==> src/design/kdi_pkg.sv <==
package kdi_pkg;

  //////////////////////////////////////////////////////////////////////
  // Widths
  //////////////////////////////////////////////////////////////////////

  // Digest block and entropy word are both 64 bit
  localparam int BlockWidth     = 64;
  localparam int KeyWidth       = 128;
  localparam int SeedWidth      = 256;
  localparam int EdnWidth       = 64;
  // Nonce is held as two entropy words
  localparam int NumNonceChunks = 2;
  // Flash data, flash address, SRAM, OTBN
  localparam int NumReq         = 4;

  typedef logic [BlockWidth-1:0]              block_t;
  typedef logic [KeyWidth-1:0]                key_t;
  typedef logic [SeedWidth-1:0]               seed_t;
  typedef logic [NumNonceChunks*EdnWidth-1:0] nonce_t;
  typedef logic [$clog2(NumReq)-1:0]          req_idx_t;
  // Counts seed blocks (0..3) and entropy words (0..1)
  typedef logic [1:0]                         chunk_cnt_t;

  // Digest constant selector
  typedef enum logic [1:0] {
    FlashDataKey,
    FlashAddrKey,
    SramDataKey
  } digest_sel_e;

  // Digest engine commands
  typedef enum logic [1:0] {
    LoadShadow,
    Digest,
    DigestInit,
    DigestFinalize
  } scrmbl_cmd_e;

  // Control FSM states
  typedef enum logic [3:0] {
    ResetSt,
    IdleSt,
    DigClrSt,
    DigLoadSt,
    FetchEntropySt,
    DigEntropySt,
    DigFinSt,
    DigWaitSt,
    FetchNonceSt,
    FinishSt,
    ErrorSt
  } kdi_state_e;

  //////////////////////////////////////////////////////////////////////
  // Per-requester configuration
  //////////////////////////////////////////////////////////////////////

  // Requesters with their own seed inputs
  localparam req_idx_t ReqIdxFlashData = 2'd0;
  localparam req_idx_t ReqIdxFlashAddr = 2'd1;

  // SRAM and OTBN mix entropy into the key
  localparam logic [NumReq-1:0] ReqIngestEntropy = 4'b1100;

  localparam digest_sel_e ReqDigestSel [NumReq] = '{
    FlashDataKey, FlashAddrKey, SramDataKey, SramDataKey
  };

  // Index of the last nonce chunk to fetch
  localparam chunk_cnt_t ReqNonceLast [NumReq] = '{2'd1, 2'd0, 2'd1, 2'd0};

endpackage

==> src/design/kdi_req_arbiter.sv <==
`timescale 1ns/1ps

module kdi_req_arbiter (
  input  logic                          clk_i,
  input  logic                          rst_ni,
  // Requester side
  input  logic [kdi_pkg::NumReq-1:0]    key_req_i,
  output logic [kdi_pkg::NumReq-1:0]    key_ack_o,
  // Seeds from the OTP partitions
  input  kdi_pkg::seed_t                flash_data_seed_i,
  input  kdi_pkg::seed_t                flash_addr_seed_i,
  input  kdi_pkg::key_t                 sram_seed_i,
  input  logic                          seed_valid_i,
  // Request bundle towards the FSM
  output logic                          req_valid_o,
  input  logic                          req_ready_i,
  output logic                          ingest_entropy_o,
  output kdi_pkg::digest_sel_e          digest_sel_o,
  output kdi_pkg::chunk_cnt_t           nonce_last_o,
  output kdi_pkg::seed_t                seed_o,
  output logic                          seed_valid_o
);

  // Round-robin search start
  kdi_pkg::req_idx_t rr_ptr_q;
  // Grant held while the FSM works on it
  logic              lock_q;
  kdi_pkg::req_idx_t gnt_idx_q;

  logic              found;
  kdi_pkg::req_idx_t pick;
  kdi_pkg::req_idx_t grant_idx;

  //////////////////////////////////////////////////////////////////////
  // Round-robin search
  //////////////////////////////////////////////////////////////////////

  always_comb begin : p_search
    kdi_pkg::req_idx_t cand;
    found = 1'b0;
    pick  = rr_ptr_q;
    cand  = rr_ptr_q;
    // First raised request at or after the pointer, with wrap
    for (int i = 0; i < kdi_pkg::NumReq; i++) begin
      cand = rr_ptr_q + kdi_pkg::req_idx_t'(i);
      if (!found && key_req_i[cand]) begin
        found = 1'b1;
        pick  = cand;
      end
    end
  end

  // Locked choice wins over a fresh search
  assign grant_idx   = lock_q ? gnt_idx_q : pick;
  assign req_valid_o = lock_q | found;

  always_ff @(posedge clk_i or negedge rst_ni) begin
    if (!rst_ni) begin
      rr_ptr_q  <= '0;
      lock_q    <= 1'b0;
      gnt_idx_q <= '0;
    end else if (req_ready_i) begin
      // Done, next search starts just past the served requester
      lock_q   <= 1'b0;
      rr_ptr_q <= grant_idx + kdi_pkg::req_idx_t'(1);
    end else if (req_valid_o && !lock_q) begin
      lock_q    <= 1'b1;
      gnt_idx_q <= pick;
    end
  end

  //////////////////////////////////////////////////////////////////////
  // Bundle and ack
  //////////////////////////////////////////////////////////////////////

  assign ingest_entropy_o = kdi_pkg::ReqIngestEntropy[grant_idx];
  assign digest_sel_o     = kdi_pkg::ReqDigestSel[grant_idx];
  assign nonce_last_o     = kdi_pkg::ReqNonceLast[grant_idx];
  assign seed_valid_o     = seed_valid_i;

  // SRAM and OTBN share the 128 bit seed, used twice
  always_comb begin
    case (grant_idx)
      kdi_pkg::ReqIdxFlashData: seed_o = flash_data_seed_i;
      kdi_pkg::ReqIdxFlashAddr: seed_o = flash_addr_seed_i;
      default:                  seed_o = {sram_seed_i, sram_seed_i};
    endcase
  end

  // One-cycle ack to the served requester
  always_comb begin
    key_ack_o = '0;
    if (req_ready_i) begin
      key_ack_o[grant_idx] = 1'b1;
    end
  end

endmodule

==> src/design/kdi_ctrl_fsm.sv <==
`timescale 1ns/1ps

module kdi_ctrl_fsm (
  input  logic                  clk_i,
  input  logic                  rst_ni,
  input  logic                  kdi_en_i,
  input  logic                  escalate_i,
  // Request bundle from the arbiter
  input  logic                  req_valid_i,
  output logic                  req_ready_o,
  input  logic                  ingest_entropy_i,
  input  kdi_pkg::digest_sel_e  digest_sel_i,
  input  kdi_pkg::chunk_cnt_t   nonce_last_i,
  output logic                  fsm_err_o,
  // Digest engine
  output logic                  scrmbl_valid_o,
  output kdi_pkg::scrmbl_cmd_e  scrmbl_cmd_o,
  output kdi_pkg::digest_sel_e  scrmbl_sel_o,
  input  logic                  scrmbl_ready_i,
  input  logic                  scrmbl_valid_i,
  // Entropy source
  output logic                  edn_req_o,
  input  logic                  edn_ack_i,
  // Datapath control
  output logic                  entropy_sel_o,
  output kdi_pkg::chunk_cnt_t   seed_cnt_o,
  output kdi_pkg::chunk_cnt_t   entropy_cnt_o,
  output logic                  key_we_o,
  output logic                  nonce_we_o,
  output logic                  seed_valid_we_o
);

  kdi_pkg::kdi_state_e state_d, state_q;
  kdi_pkg::chunk_cnt_t seed_cnt_q, entropy_cnt_q;
  logic seed_cnt_en, seed_cnt_clr;
  logic entropy_cnt_en, entropy_cnt_clr;
  logic edn_req_d, edn_req_q;
  logic edn_done;

  assign edn_req_o     = edn_req_q;
  assign seed_cnt_o    = seed_cnt_q;
  assign entropy_cnt_o = entropy_cnt_q;
  assign scrmbl_sel_o  = digest_sel_i;

  // Word arrives only against an open request
  assign edn_done = edn_req_q & edn_ack_i;

  //////////////////////////////////////////////////////////////////////
  // Next state logic
  //////////////////////////////////////////////////////////////////////

  always_comb begin : p_fsm
    state_d         = state_q;
    fsm_err_o       = 1'b0;
    req_ready_o     = 1'b0;
    scrmbl_valid_o  = 1'b0;
    scrmbl_cmd_o    = kdi_pkg::LoadShadow;
    entropy_sel_o   = 1'b0;
    seed_cnt_en     = 1'b0;
    seed_cnt_clr    = 1'b0;
    entropy_cnt_en  = 1'b0;
    entropy_cnt_clr = 1'b0;
    key_we_o        = 1'b0;
    nonce_we_o      = 1'b0;
    seed_valid_we_o = 1'b0;
    // Open request stays up until acked, also in ErrorSt
    edn_req_d       = edn_req_q & ~edn_ack_i;

    case (state_q)
      // Hold off until the OTP partitions are ready
      kdi_pkg::ResetSt: begin
        if (kdi_en_i) begin
          state_d = kdi_pkg::IdleSt;
        end
      end
      kdi_pkg::IdleSt: begin
        if (req_valid_i) begin
          state_d         = kdi_pkg::DigClrSt;
          seed_cnt_clr    = 1'b1;
          entropy_cnt_clr = 1'b1;
        end
      end
      // Revert digest to its IV
      kdi_pkg::DigClrSt: begin
        scrmbl_valid_o = 1'b1;
        scrmbl_cmd_o   = kdi_pkg::DigestInit;
        if (scrmbl_ready_i) begin
          state_d = kdi_pkg::DigLoadSt;
        end
      end
      // Two seed blocks, the second one starts a digest round
      kdi_pkg::DigLoadSt: begin
        scrmbl_valid_o = 1'b1;
        if (seed_cnt_q[0]) begin
          scrmbl_cmd_o = kdi_pkg::Digest;
          if (scrmbl_ready_i) begin
            state_d = ingest_entropy_i ? kdi_pkg::FetchEntropySt : kdi_pkg::DigFinSt;
          end
        end else if (scrmbl_ready_i) begin
          seed_cnt_en = 1'b1;
        end
      end
      // Two entropy words, parked in the nonce register
      kdi_pkg::FetchEntropySt: begin
        edn_req_d = ~edn_ack_i;
        if (edn_done) begin
          nonce_we_o = 1'b1;
          if (entropy_cnt_q == 2'd1) begin
            state_d         = kdi_pkg::DigEntropySt;
            entropy_cnt_clr = 1'b1;
          end else begin
            entropy_cnt_en = 1'b1;
          end
        end
      end
      kdi_pkg::DigEntropySt: begin
        scrmbl_valid_o = 1'b1;
        entropy_sel_o  = 1'b1;
        if (entropy_cnt_q[0]) begin
          scrmbl_cmd_o = kdi_pkg::Digest;
          if (scrmbl_ready_i) begin
            state_d         = kdi_pkg::DigFinSt;
            entropy_cnt_clr = 1'b1;
          end
        end else if (scrmbl_ready_i) begin
          entropy_cnt_en = 1'b1;
        end
      end
      kdi_pkg::DigFinSt: begin
        scrmbl_valid_o = 1'b1;
        scrmbl_cmd_o   = kdi_pkg::DigestFinalize;
        if (scrmbl_ready_i) begin
          state_d = kdi_pkg::DigWaitSt;
        end
      end
      // Result is one key half
      kdi_pkg::DigWaitSt: begin
        if (scrmbl_valid_i) begin
          key_we_o = 1'b1;
          if (seed_cnt_q == 2'd1) begin
            // Second half of the seed still to go
            seed_cnt_en = 1'b1;
            state_d     = kdi_pkg::DigClrSt;
          end else begin
            seed_cnt_clr    = 1'b1;
            seed_valid_we_o = 1'b1;
            state_d         = kdi_pkg::FetchNonceSt;
          end
        end
      end
      kdi_pkg::FetchNonceSt: begin
        edn_req_d = ~edn_ack_i;
        if (edn_done) begin
          nonce_we_o = 1'b1;
          if (entropy_cnt_q == nonce_last_i) begin
            state_d         = kdi_pkg::FinishSt;
            entropy_cnt_clr = 1'b1;
          end else begin
            entropy_cnt_en = 1'b1;
          end
        end
      end
      // Ack goes out in this cycle
      kdi_pkg::FinishSt: begin
        req_ready_o = 1'b1;
        state_d     = kdi_pkg::IdleSt;
      end
      // Terminal
      kdi_pkg::ErrorSt: begin
        fsm_err_o = 1'b1;
      end
      default: begin
        state_d   = kdi_pkg::ErrorSt;
        fsm_err_o = 1'b1;
      end
    endcase

    // Escalation overrides everything, nothing more leaves the unit
    if (escalate_i) begin
      state_d        = kdi_pkg::ErrorSt;
      fsm_err_o      = 1'b1;
      req_ready_o    = 1'b0;
      scrmbl_valid_o = 1'b0;
    end
  end

  //////////////////////////////////////////////////////////////////////
  // Registers
  //////////////////////////////////////////////////////////////////////

  always_ff @(posedge clk_i or negedge rst_ni) begin
    if (!rst_ni) begin
      state_q       <= kdi_pkg::ResetSt;
      seed_cnt_q    <= '0;
      entropy_cnt_q <= '0;
      edn_req_q     <= 1'b0;
    end else begin
      state_q   <= state_d;
      edn_req_q <= edn_req_d;
      if (seed_cnt_clr) begin
        seed_cnt_q <= '0;
      end else if (seed_cnt_en) begin
        seed_cnt_q <= seed_cnt_q + 2'd1;
      end
      if (entropy_cnt_clr) begin
        entropy_cnt_q <= '0;
      end else if (entropy_cnt_en) begin
        entropy_cnt_q <= entropy_cnt_q + 2'd1;
      end
    end
  end

endmodule

==> src/design/kdi_key_regs.sv <==
`timescale 1ns/1ps

module kdi_key_regs (
  input  logic                 clk_i,
  input  logic                 rst_ni,
  // Current request
  input  kdi_pkg::seed_t       seed_i,
  input  logic                 seed_valid_i,
  // Control from the FSM
  input  logic                 entropy_sel_i,
  input  kdi_pkg::chunk_cnt_t  seed_cnt_i,
  input  kdi_pkg::chunk_cnt_t  entropy_cnt_i,
  input  logic                 key_we_i,
  input  logic                 nonce_we_i,
  input  logic                 seed_valid_we_i,
  // Data in
  input  kdi_pkg::block_t      scrmbl_data_i,
  input  kdi_pkg::block_t      edn_data_i,
  // Data out
  output kdi_pkg::block_t      scrmbl_data_o,
  output kdi_pkg::key_t        key_o,
  output kdi_pkg::nonce_t      nonce_o,
  output logic                 key_seed_valid_o
);

  kdi_pkg::key_t   key_q;
  kdi_pkg::nonce_t nonce_q;
  logic            seed_valid_q;

  // Bit offsets of the addressed slots
  int unsigned key_base;
  int unsigned nonce_base;
  int unsigned seed_base;

  // Low key half first, then high half
  assign key_base   = int'(seed_cnt_i[1]) * kdi_pkg::BlockWidth;
  assign nonce_base = int'(entropy_cnt_i[0]) * kdi_pkg::EdnWidth;
  assign seed_base  = int'(seed_cnt_i) * kdi_pkg::BlockWidth;

  always_ff @(posedge clk_i or negedge rst_ni) begin
    if (!rst_ni) begin
      key_q        <= '0;
      nonce_q      <= '0;
      seed_valid_q <= 1'b0;
    end else begin
      if (key_we_i) begin
        key_q[key_base +: kdi_pkg::BlockWidth] <= scrmbl_data_i;
      end
      if (nonce_we_i) begin
        nonce_q[nonce_base +: kdi_pkg::EdnWidth] <= edn_data_i;
      end
      if (seed_valid_we_i) begin
        seed_valid_q <= seed_valid_i;
      end
    end
  end

  // Entropy blocks come back out of the nonce register
  // Invalid seeds are gated to zero
  always_comb begin
    if (entropy_sel_i) begin
      scrmbl_data_o = nonce_q[nonce_base +: kdi_pkg::EdnWidth];
    end else if (seed_valid_i) begin
      scrmbl_data_o = seed_i[seed_base +: kdi_pkg::BlockWidth];
    end else begin
      scrmbl_data_o = '0;
    end
  end

  assign key_o            = key_q;
  assign nonce_o          = nonce_q;
  assign key_seed_valid_o = seed_valid_q;

endmodule

==> src/design/kdi_top.sv <==
`timescale 1ns/1ps

module kdi_top (
  input  logic                        clk_i,
  input  logic                        rst_ni,
  input  logic                        kdi_en_i,
  input  logic                        escalate_i,
  output logic                        fsm_err_o,
  // Key requesters
  input  logic [kdi_pkg::NumReq-1:0]  key_req_i,
  output logic [kdi_pkg::NumReq-1:0]  key_ack_o,
  output kdi_pkg::key_t               key_o,
  output kdi_pkg::nonce_t             nonce_o,
  output logic                        key_seed_valid_o,
  // Seeds
  input  kdi_pkg::seed_t              flash_data_seed_i,
  input  kdi_pkg::seed_t              flash_addr_seed_i,
  input  kdi_pkg::key_t               sram_seed_i,
  input  logic                        seed_valid_i,
  // Entropy source
  output logic                        edn_req_o,
  input  logic                        edn_ack_i,
  input  kdi_pkg::block_t             edn_data_i,
  // Digest engine
  output logic                        scrmbl_valid_o,
  output kdi_pkg::scrmbl_cmd_e        scrmbl_cmd_o,
  output kdi_pkg::digest_sel_e        scrmbl_sel_o,
  output kdi_pkg::block_t             scrmbl_data_o,
  input  logic                        scrmbl_ready_i,
  input  logic                        scrmbl_valid_i,
  input  kdi_pkg::block_t             scrmbl_data_i
);

  //////////////////////////////////////////////////////////////////////
  // Arbiter to FSM bundle
  //////////////////////////////////////////////////////////////////////

  logic                 req_valid;
  logic                 req_ready;
  logic                 ingest_entropy;
  kdi_pkg::digest_sel_e digest_sel;
  kdi_pkg::chunk_cnt_t  nonce_last;
  kdi_pkg::seed_t       seed;
  logic                 seed_valid;

  // FSM to datapath
  logic                 entropy_sel;
  kdi_pkg::chunk_cnt_t  seed_cnt;
  kdi_pkg::chunk_cnt_t  entropy_cnt;
  logic                 key_we;
  logic                 nonce_we;
  logic                 seed_valid_we;

  kdi_req_arbiter u_req_arbiter (
    .clk_i             (clk_i),
    .rst_ni            (rst_ni),
    .key_req_i         (key_req_i),
    .key_ack_o         (key_ack_o),
    .flash_data_seed_i (flash_data_seed_i),
    .flash_addr_seed_i (flash_addr_seed_i),
    .sram_seed_i       (sram_seed_i),
    .seed_valid_i      (seed_valid_i),
    .req_valid_o       (req_valid),
    .req_ready_i       (req_ready),
    .ingest_entropy_o  (ingest_entropy),
    .digest_sel_o      (digest_sel),
    .nonce_last_o      (nonce_last),
    .seed_o            (seed),
    .seed_valid_o      (seed_valid)
  );

  kdi_ctrl_fsm u_ctrl_fsm (
    .clk_i            (clk_i),
    .rst_ni           (rst_ni),
    .kdi_en_i         (kdi_en_i),
    .escalate_i       (escalate_i),
    .req_valid_i      (req_valid),
    .req_ready_o      (req_ready),
    .ingest_entropy_i (ingest_entropy),
    .digest_sel_i     (digest_sel),
    .nonce_last_i     (nonce_last),
    .fsm_err_o        (fsm_err_o),
    .scrmbl_valid_o   (scrmbl_valid_o),
    .scrmbl_cmd_o     (scrmbl_cmd_o),
    .scrmbl_sel_o     (scrmbl_sel_o),
    .scrmbl_ready_i   (scrmbl_ready_i),
    .scrmbl_valid_i   (scrmbl_valid_i),
    .edn_req_o        (edn_req_o),
    .edn_ack_i        (edn_ack_i),
    .entropy_sel_o    (entropy_sel),
    .seed_cnt_o       (seed_cnt),
    .entropy_cnt_o    (entropy_cnt),
    .key_we_o         (key_we),
    .nonce_we_o       (nonce_we),
    .seed_valid_we_o  (seed_valid_we)
  );

  kdi_key_regs u_key_regs (
    .clk_i            (clk_i),
    .rst_ni           (rst_ni),
    .seed_i           (seed),
    .seed_valid_i     (seed_valid),
    .entropy_sel_i    (entropy_sel),
    .seed_cnt_i       (seed_cnt),
    .entropy_cnt_i    (entropy_cnt),
    .key_we_i         (key_we),
    .nonce_we_i       (nonce_we),
    .seed_valid_we_i  (seed_valid_we),
    .scrmbl_data_i    (scrmbl_data_i),
    .edn_data_i       (edn_data_i),
    .scrmbl_data_o    (scrmbl_data_o),
    .key_o            (key_o),
    .nonce_o          (nonce_o),
    .key_seed_valid_o (key_seed_valid_o)
  );

endmodule

==> config.mk <==
export PLATFORM = sky130hd
export DESIGN_NAME = kdi_top
export DESIGN_NICKNAME = d
export VERILOG_FILES = /design/src/design/kdi_pkg.sv /design/src/design/kdi_req_arbiter.sv /design/src/design/kdi_ctrl_fsm.sv /design/src/design/kdi_key_regs.sv /design/src/design/kdi_top.sv
export SDC_FILE = /design/constraint.sdc
export NUM_CORES = 1
export LEC_CHECK = 0
export ABC_CLOCK_PERIOD_IN_PS = 12000
export BUFFER_PORTS_ARGS = -buffer_cell sky130_fd_sc_hd__buf_2
export CAP_MARGIN = 15
export CORE_AREA = 10 10 425 427
export CTS_BUF_LIST = sky130_fd_sc_hd__clkbuf_4 sky130_fd_sc_hd__clkbuf_8
export DETAILED_ROUTE_END_ITERATION = 12
export DIE_AREA = 0 0 435 437
export PLACE_DENSITY_LB_ADDON = 0.25
export SLEW_MARGIN = 20
export SYNTH_ARGS = -nofsm -noshare
export SYNTH_HDL_FRONTEND = slang
export SYNTH_SLANG_ARGS = --single-unit
==> constraint.sdc <==
create_clock -name clk_i -period 12 [get_ports clk_i]
set_input_delay 2.4 -clock clk_i [delete_from_list [all_inputs] [get_ports clk_i]]
set_output_delay 2.4 -clock clk_i [all_outputs]
set_load 0.03 [all_outputs]
Yosys cells after proc, flatten, opt, wreduce, memory -nomap -nowiden
Index checks and enable logic that the tools add are counted.
- $add $sub $neg: 8
- $lt $le $gt $ge: 7
- eq/ne operators: 28
- shifts and indexed selects: 6
- muxes and demuxes: 92
- bitwise logic cells: 6
- reductions and logical operators: 19
- operator list (kind ; number):
    256-bit one-hot mux with 2 select lines ; 1
    128-bit bitwise mux ; 2
    64-bit by 34-bit variable shift with 128-bit output, first input constant ; 2
    256-bit by 9-bit indexed part select with 64-bit output ; 1
    64-bit by 34-bit indexed part select with 128-bit output ; 2
    64-bit 2-to-1 mux ; 2
    128-bit by 8-bit indexed part select with 64-bit output ; 1
    7-bit negator with 34-bit output ; 2
    4-bit 2-to-1 mux ; 16
    1-bit 2-to-1 mux ; 44
    4-bit one-hot mux with 11 select lines ; 1
    2-bit 2-to-1 mux ; 13
    3-bit != test, second input constant ; 7
    3-bit by 2-bit != test with 1-bit output, second input constant ; 6
    4-bit by 3-bit == test with 1-bit output, second input constant ; 4
    2-bit by 3-bit < comparator with 1-bit output, second input constant ; 5
    14-bit AND reduction ; 1
    4-bit == test, second input constant ; 3
    1-bit binary-select mux with 2-bit select ; 5
    10-bit OR reduction ; 1
    2-bit by 1-bit adder with 2-bit output, second input constant ; 4
    2-bit binary-select mux with 2-bit select ; 2
    4-bit by 2-bit == test with 1-bit output, second input constant ; 2
    2-bit one-hot mux with 4 select lines ; 1
    other kinds (23) ; 38
- register bits after elaboration: 271
- output and inout bits: 332
- logic and storage cells: 176

Logic depth before layout (Yosys ltp)
- depth after elaboration: 23
- gate-level depth with buffers: 13

Hierarchy
From an unflattened synthesis, not the netlist that was laid out.
- cells, all modules: 1518
- area total of the unflattened synthesis: 17814.6 µm²
- by module, submodules not included (module ; instances ; cells an instance ; area each (µm²) ; sequential area each (µm²)):
    kdi_key_regs ; 1 ; 907 ; 12891.1 ; 6431.2
    kdi_req_arbiter ; 1 ; 505 ; 4077.7 ; 125.1
    kdi_ctrl_fsm ; 1 ; 106 ; 845.8 ; 225.2

Worst setup path after synthesis
Ideal clock, no wire load.
- kind: input port to output port
- from: input key_req_i[2] (netlist bit)
- to: output scrmbl_data_o[10]
- arrival: 5383 ps
- data required time: 9600 ps
- path slack: 4217 ps
- cell stages on the path: 13
- path buffers: 4
- cell sequence: nor2b_1 -> a2111oi_2 -> o31ai_1 -> buf_2 -> inv_1 -> ha_1 -> clkbuf_1 -> clkbuf_1 -> clkbuf_1 -> a22oi_1 -> a211oi_1 -> o31ai_1 -> o22ai_1
- cells in the longest elaborated chain, start to end: 18
- RTL lines (element ; RTL line ; source):
    from (decl) ; kdi_top.sv:10 ; input logic [kdi_pkg::NumReq-1:0] key_req_i,
    1-bit binary-select mux with 2-bit select ; kdi_req_arbiter.sv:46 ; if (!found && key_req_i[cand]) begin
    1-bit 2-to-1 mux (not written as such) ; kdi_req_arbiter.sv:46 ;
    1-bit 2-to-1 mux ; kdi_req_arbiter.sv:46 ;
    1-bit zero test ; kdi_req_arbiter.sv:46 ;
    1-bit logical AND ; kdi_req_arbiter.sv:46 ;
    1-bit 2-to-1 mux ; kdi_req_arbiter.sv:46 ;
    1-bit zero test ; kdi_req_arbiter.sv:46 ;
    1-bit logical AND ; kdi_req_arbiter.sv:46 ;
    (+2 left out) ; -- ;
    1-bit logical AND ; kdi_req_arbiter.sv:46 ;
    2-bit 2-to-1 mux * ; kdi_req_arbiter.sv:46 ;
    2-bit 2-to-1 mux * ; kdi_req_arbiter.sv:54 ; assign grant_idx = lock_q ? gnt_idx_q : pick;
    2-bit by 1-bit == test with 1-bit output / 2-bit zero test (equally long branches) ; kdi_req_arbiter.sv:83 ; case (grant_idx)
    256-bit one-hot mux with 2 select lines * ; kdi_req_arbiter.sv:83 ;
    256-bit by 9-bit indexed part select with 64-bit output * ; kdi_key_regs.sv:64 ; scrmbl_data_o = seed_i[seed_base +: kdi_pkg::BlockWidth];
    64-bit 2-to-1 mux * ; kdi_key_regs.sv:63 ; end else if (seed_valid_i) begin
    64-bit 2-to-1 mux * ; kdi_key_regs.sv:61 ; if (entropy_sel_i) begin
    to (decl) ; kdi_top.sv:28 ; output kdi_pkg::block_t scrmbl_data_o,
Mark *: on every way between the ends. The rest lies on a longest branch, timed or not. The select of a mux whose other input is x is not followed.

Worst setup path in the final report
- from: input key_req_i[0] (netlist bit)
- to: output scrmbl_data_o[60]
Same word-level chain as after synthesis.

==> flow_metrics.py <==
metrics = {
    "status": {
        "outcome": "finished, final reports clean",
    },
    "clocking": {
        "cts_tree": "done",
        "cts_repair_resize_count": 0,
        "clock-root-buffer": "sky130_fd_sc_hd__clkbuf_8",
        "maximum_buffer_depth_of_the_clock_tree": 3,
        "clk_pin_slew_worst_paths_ps": 60,
        "tritoncts.num_buffers": 55,
        "clock_insertion_delay_worst_skew_ps": 740,
        "post_cts_hold_buffer_count": 0,
        "htree_levels": 2,
        "post_cts_buffers": 0,
        "clock-sinks": 271,
    },
    "logic_synthesis": {
        "syn_area_per_cell_um2": 10.8,
        "ys_seq_elements": 271,
        "synth_fp_nets": 2338,
        "yosysSeqAreaShare": 0.406,
        "netlist-cell-type-count": 50,
        "mappedNetlistArea_um2": 16700,
        "synth-edff-count": 0,
        "yosys_warnings": 0,
        "synthFlopType": "sky130_fd_sc_hd__dfrtp_1",
        "postSynth.asyncResetShare": 1.00,
        "syn_inst": 1552,
    },
    "routing": {
        "finalWirelength_mm": 142,
        "drt_pre_antenna_iters": 5,
        "avgRoutedWirePerCell_um": 28.8,
        "detail_route.drc_violations": 0,
        "first_iter_violations": 1528,
        "drt.antenna.violating_nets": 0,
        "detailroute.via_count": 18986,
        "vias_per_cell": 3.84,
    },
    "layout": {
        "postLayoutCellArea_um2": 26200,
        "share_of_final_layout_standard_cells_stronger_than_drive_strength_1": 0.584,
        "syn_to_final_growth_pct": 56.7,
        "finalNetCount": 3370,
    },
    "global_route": {
        "grt_first_pass_wirelength_mm": 185,
        "grt_pass1_vias": 19450,
        "groute.layer.met2.usage": 0.252,
        "globalRouteOverflowTotal": 0,
        "gr-usage-met1": 0.173,
        "grt_util_all_layers": 0.140,
        "antenna_found_initial": 65,
        "largest_net_degree_at_the_start_of_global_routing": 145,
        "globalRouteMet3Util": 0.0305,
        "gr-max-usage-layer": "met2",
    },
    "timing": {
        "period_minus_slack_ps": 9000,
        "layout_worst_path_cycle_share": 0.750,
        "maxClockFrequency_mhz": 111,
        "worst_slew_margin_rel": 0.214,
        "timing.setup.tns_ps": 0,
        "clock_skew_ps": 80.2,
        "rsz_0062_raised_after_global_routing": "false",
        "worstMarginPinSlew_ps": 1170,
        "setup_violations": 0,
        "timing.final.hold_violations": 0,
        "final-max-slew-violation-count": 0,
    },
    "power_and_ir_drop": {
        "post-layout-total-power_uw": 3080,
        "worst_ir_drop_vdd_mv": 0.0743,
        "seqPwrFrac": 0.305,
        "total_leakage_power_uw": 0.0125,
        "comb_power_share": 0.334,
        "clockPowerShare": 0.361,
        "total_switching_power_uw": 1190,
        "powerDensity_nw_per_um2": 118,
        "power.internal_uw": 1900,
        "power_switching_share": 0.385,
    },
    "place": {
        "post-dp-hpwl_mm": 119,
        "finalWeightedCongestion": 0.900,
        "port_buffers": 1111,
        "postPlaceCellArea_um2": 24900,
    },
    "die": {
        "initial_core_util": 0.0976,
        "fp-row-count": 152,
        "area_enclosed_by_the_die_boundary_um2": 190000,
        "floorplan.core_area_um2": 171000,
        "number_of_placed_i_o_pins": 1112,
        "die_h_um": 437,
        "die_w_um": 435,
    },
    "critical_path": {
        "reg2reg_slack_ps": 8180,
        "worstPathMaxFanout": 140,
        "worstSetupPathType": "input port to output pin",
        "critPathRequiredTime_ps": 9600,
        "startpoint_type": "input port",
        "r2r_cells": 6,
        "timing.critical_path.arrival_ps": 6600,
        "critPathCaptureType": "output pin",
    },
    "hold_path": {
        "hold_class": "flop to flop",
        "hold_path_depth": 1,
    },
    "run": {
        "cap_viol_max_count": 0,
    },
}
-- sequential cells by signal, indices dropped and copies added, names as in the netlist --
| name | count |
|---|---|
| u_req_arbiter.gnt_idx_q | 2 |
| u_ctrl_fsm.seed_cnt_o | 2 |
| u_req_arbiter.lock_q | 1 |
| u_key_regs.key_seed_valid_o | 1 |
| u_key_regs.nonce_o | 128 |
| u_ctrl_fsm.entropy_cnt_o | 2 |
| u_req_arbiter.rr_ptr_q | 2 |
| u_ctrl_fsm.edn_req_o | 1 |
| u_ctrl_fsm.state_q | 4 |
| u_key_regs.key_o | 128 |
-- cells in the mapped netlist (4+ instances only) --
| cell type | number | share of area |
|---|---|---|
| sky130_fd_sc_hd__dfrtp_1 | 271 | 0.41 |
| sky130_fd_sc_hd__nand3_1 | 5 | 0.0015 |
| sky130_fd_sc_hd__o22ai_1 | 66 | 0.025 |
| sky130_fd_sc_hd__a21oi_1 | 10 | 0.0030 |
| sky130_fd_sc_hd__nand2b_1 | 7 | 0.0026 |
| sky130_fd_sc_hd__o21ai_0 | 4 | 0.0012 |
| sky130_fd_sc_hd__buf_1 | 8 | 0.0018 |
| sky130_fd_sc_hd__o31ai_1 | 65 | 0.029 |
| sky130_fd_sc_hd__a22oi_1 | 128 | 0.057 |
| sky130_fd_sc_hd__mux2i_1 | 129 | 0.077 |
| sky130_fd_sc_hd__nor3_1 | 5 | 0.0015 |
| sky130_fd_sc_hd__nor2b_1 | 6 | 0.0022 |
| sky130_fd_sc_hd__inv_1 | 11 | 0.0025 |
| sky130_fd_sc_hd__and2_1 | 6 | 0.0022 |
| sky130_fd_sc_hd__a221oi_1 | 128 | 0.067 |
| sky130_fd_sc_hd__a211oi_1 | 130 | 0.058 |
| sky130_fd_sc_hd__ha_1 | 6 | 0.0045 |
| sky130_fd_sc_hd__clkbuf_1 | 125 | 0.028 |
| sky130_fd_sc_hd__a31oi_1 | 5 | 0.0019 |
| sky130_fd_sc_hd__nor2_1 | 18 | 0.0040 |
| sky130_fd_sc_hd__buf_2 | 42 | 0.013 |
| sky130_fd_sc_hd__mux2_2 | 259 | 0.17 |
| sky130_fd_sc_hd__nand2_1 | 83 | 0.019 |
-- per-layer routing --
layer	vias up	routed length [um]	share of wire
met5	-	34	0.00024
met4	6	2130	0.015
met3	173	8520	0.060
met2	800	72400	0.51
met1	9717	59300	0.42
li1	8290	-	-
-- cells by family (layout without fill, tap and decap cells) --
logic type               Yosys count  count (layout)  share of synthesized area
AO/OA/AOI/OAI                    551             551                      0.251
multiplexers                     389             389                      0.253
flip-flops                       271             271                      0.406
buffers and inverters            187            1264                     0.0453
AND/OR/NAND/NOR                  146             146                     0.0399
adder cells (fa/ha/maj)            6               6                    0.00449
XOR/XNOR                           2               2                    0.00105
other                              0               6                          0
-- power by group through the flow --
stage,Sequential (uW),Clock (uW),Combinational [uW]
2_1_floorplan,962,0,496
3_3_place_gp,957,0,1050
3_5_place_dp,957,0,1060
4_1_cts,941,1180,1060
5_1_grt,941,1210,1110
6_report,941,1110,1030
-- stage by stage --
stage | worst slack, ps | hold WS [ps] | instances | util
after global routing | 2820 | 507 | 4942 | 0.153
after detailed placement | 2830 | 488 | 4837 | 0.146
final | 3000 | 499 | 4945 | 0.153
after floorplan | 4220 | 469 | 1552 | -
after CTS | 2830 | 501 | 4939 | 0.153
after global placement | 2890 | 483 | 4837 | 0.145
-- area by class of cell --
| cell class | count | area (um2) |
|---|---|---|
| fill | 19698 | 145000 |
| multi-input combinational | 1094 | 9280 |
| sequential | 271 | 6790 |
| timing repair buffer | 1151 | 5930 |
| tap | 2310 | 2890 |
| clock buffer | 90 | 1100 |
| clock inverter | 12 | 150 |
| inverter | 11 | 43.8 |
| antenna | 6 | 15.0 |
-- cell usage in the layout, fill, tap and decap left out, types with 63 or more instances in the layout --
master and n:
sky130_fd_sc_hd__buf_2 1110, sky130_fd_sc_hd__dfrtp_1 268, sky130_fd_sc_hd__mux2_2 259, sky130_fd_sc_hd__mux2i_1 129
sky130_fd_sc_hd__a22oi_1 128, sky130_fd_sc_hd__a221oi_1 128, sky130_fd_sc_hd__a211oi_1 125, sky130_fd_sc_hd__nand2_1 80
sky130_fd_sc_hd__clkbuf_8 68, sky130_fd_sc_hd__o22ai_1 66, sky130_fd_sc_hd__o31ai_1 63
-- worst max-delay path, cell delays in order --
cell and delay, ps:
sky130_fd_sc_hd__buf_2 130, sky130_fd_sc_hd__nor3b_1 260, sky130_fd_sc_hd__a2111oi_2 100, sky130_fd_sc_hd__o31ai_4 270, sky130_fd_sc_hd__buf_12 380, sky130_fd_sc_hd__inv_1 240
sky130_fd_sc_hd__ha_4 290, sky130_fd_sc_hd__buf_12 230, sky130_fd_sc_hd__a22oi_1 650, sky130_fd_sc_hd__a211oi_1 180, sky130_fd_sc_hd__o31ai_1 840, sky130_fd_sc_hd__o22ai_1 210
sky130_fd_sc_hd__buf_2 250
-- final timing paths --
kind,start,endpoint
max in group asynchronous,rst_ni,u_key_regs.nonce_o[0]
min reg2reg,u_key_regs.key_o[109],u_key_regs.key_o[109]
min,u_key_regs.key_o[109],u_key_regs.key_o[109]
min in group asynchronous,rst_ni,u_key_regs.nonce_o[54]
max reg2reg,u_ctrl_fsm.state_q[2],u_key_regs.nonce_o[46]
max,key_req_i[0],scrmbl_data_o[60]
(Power assumes the default switching activity.)
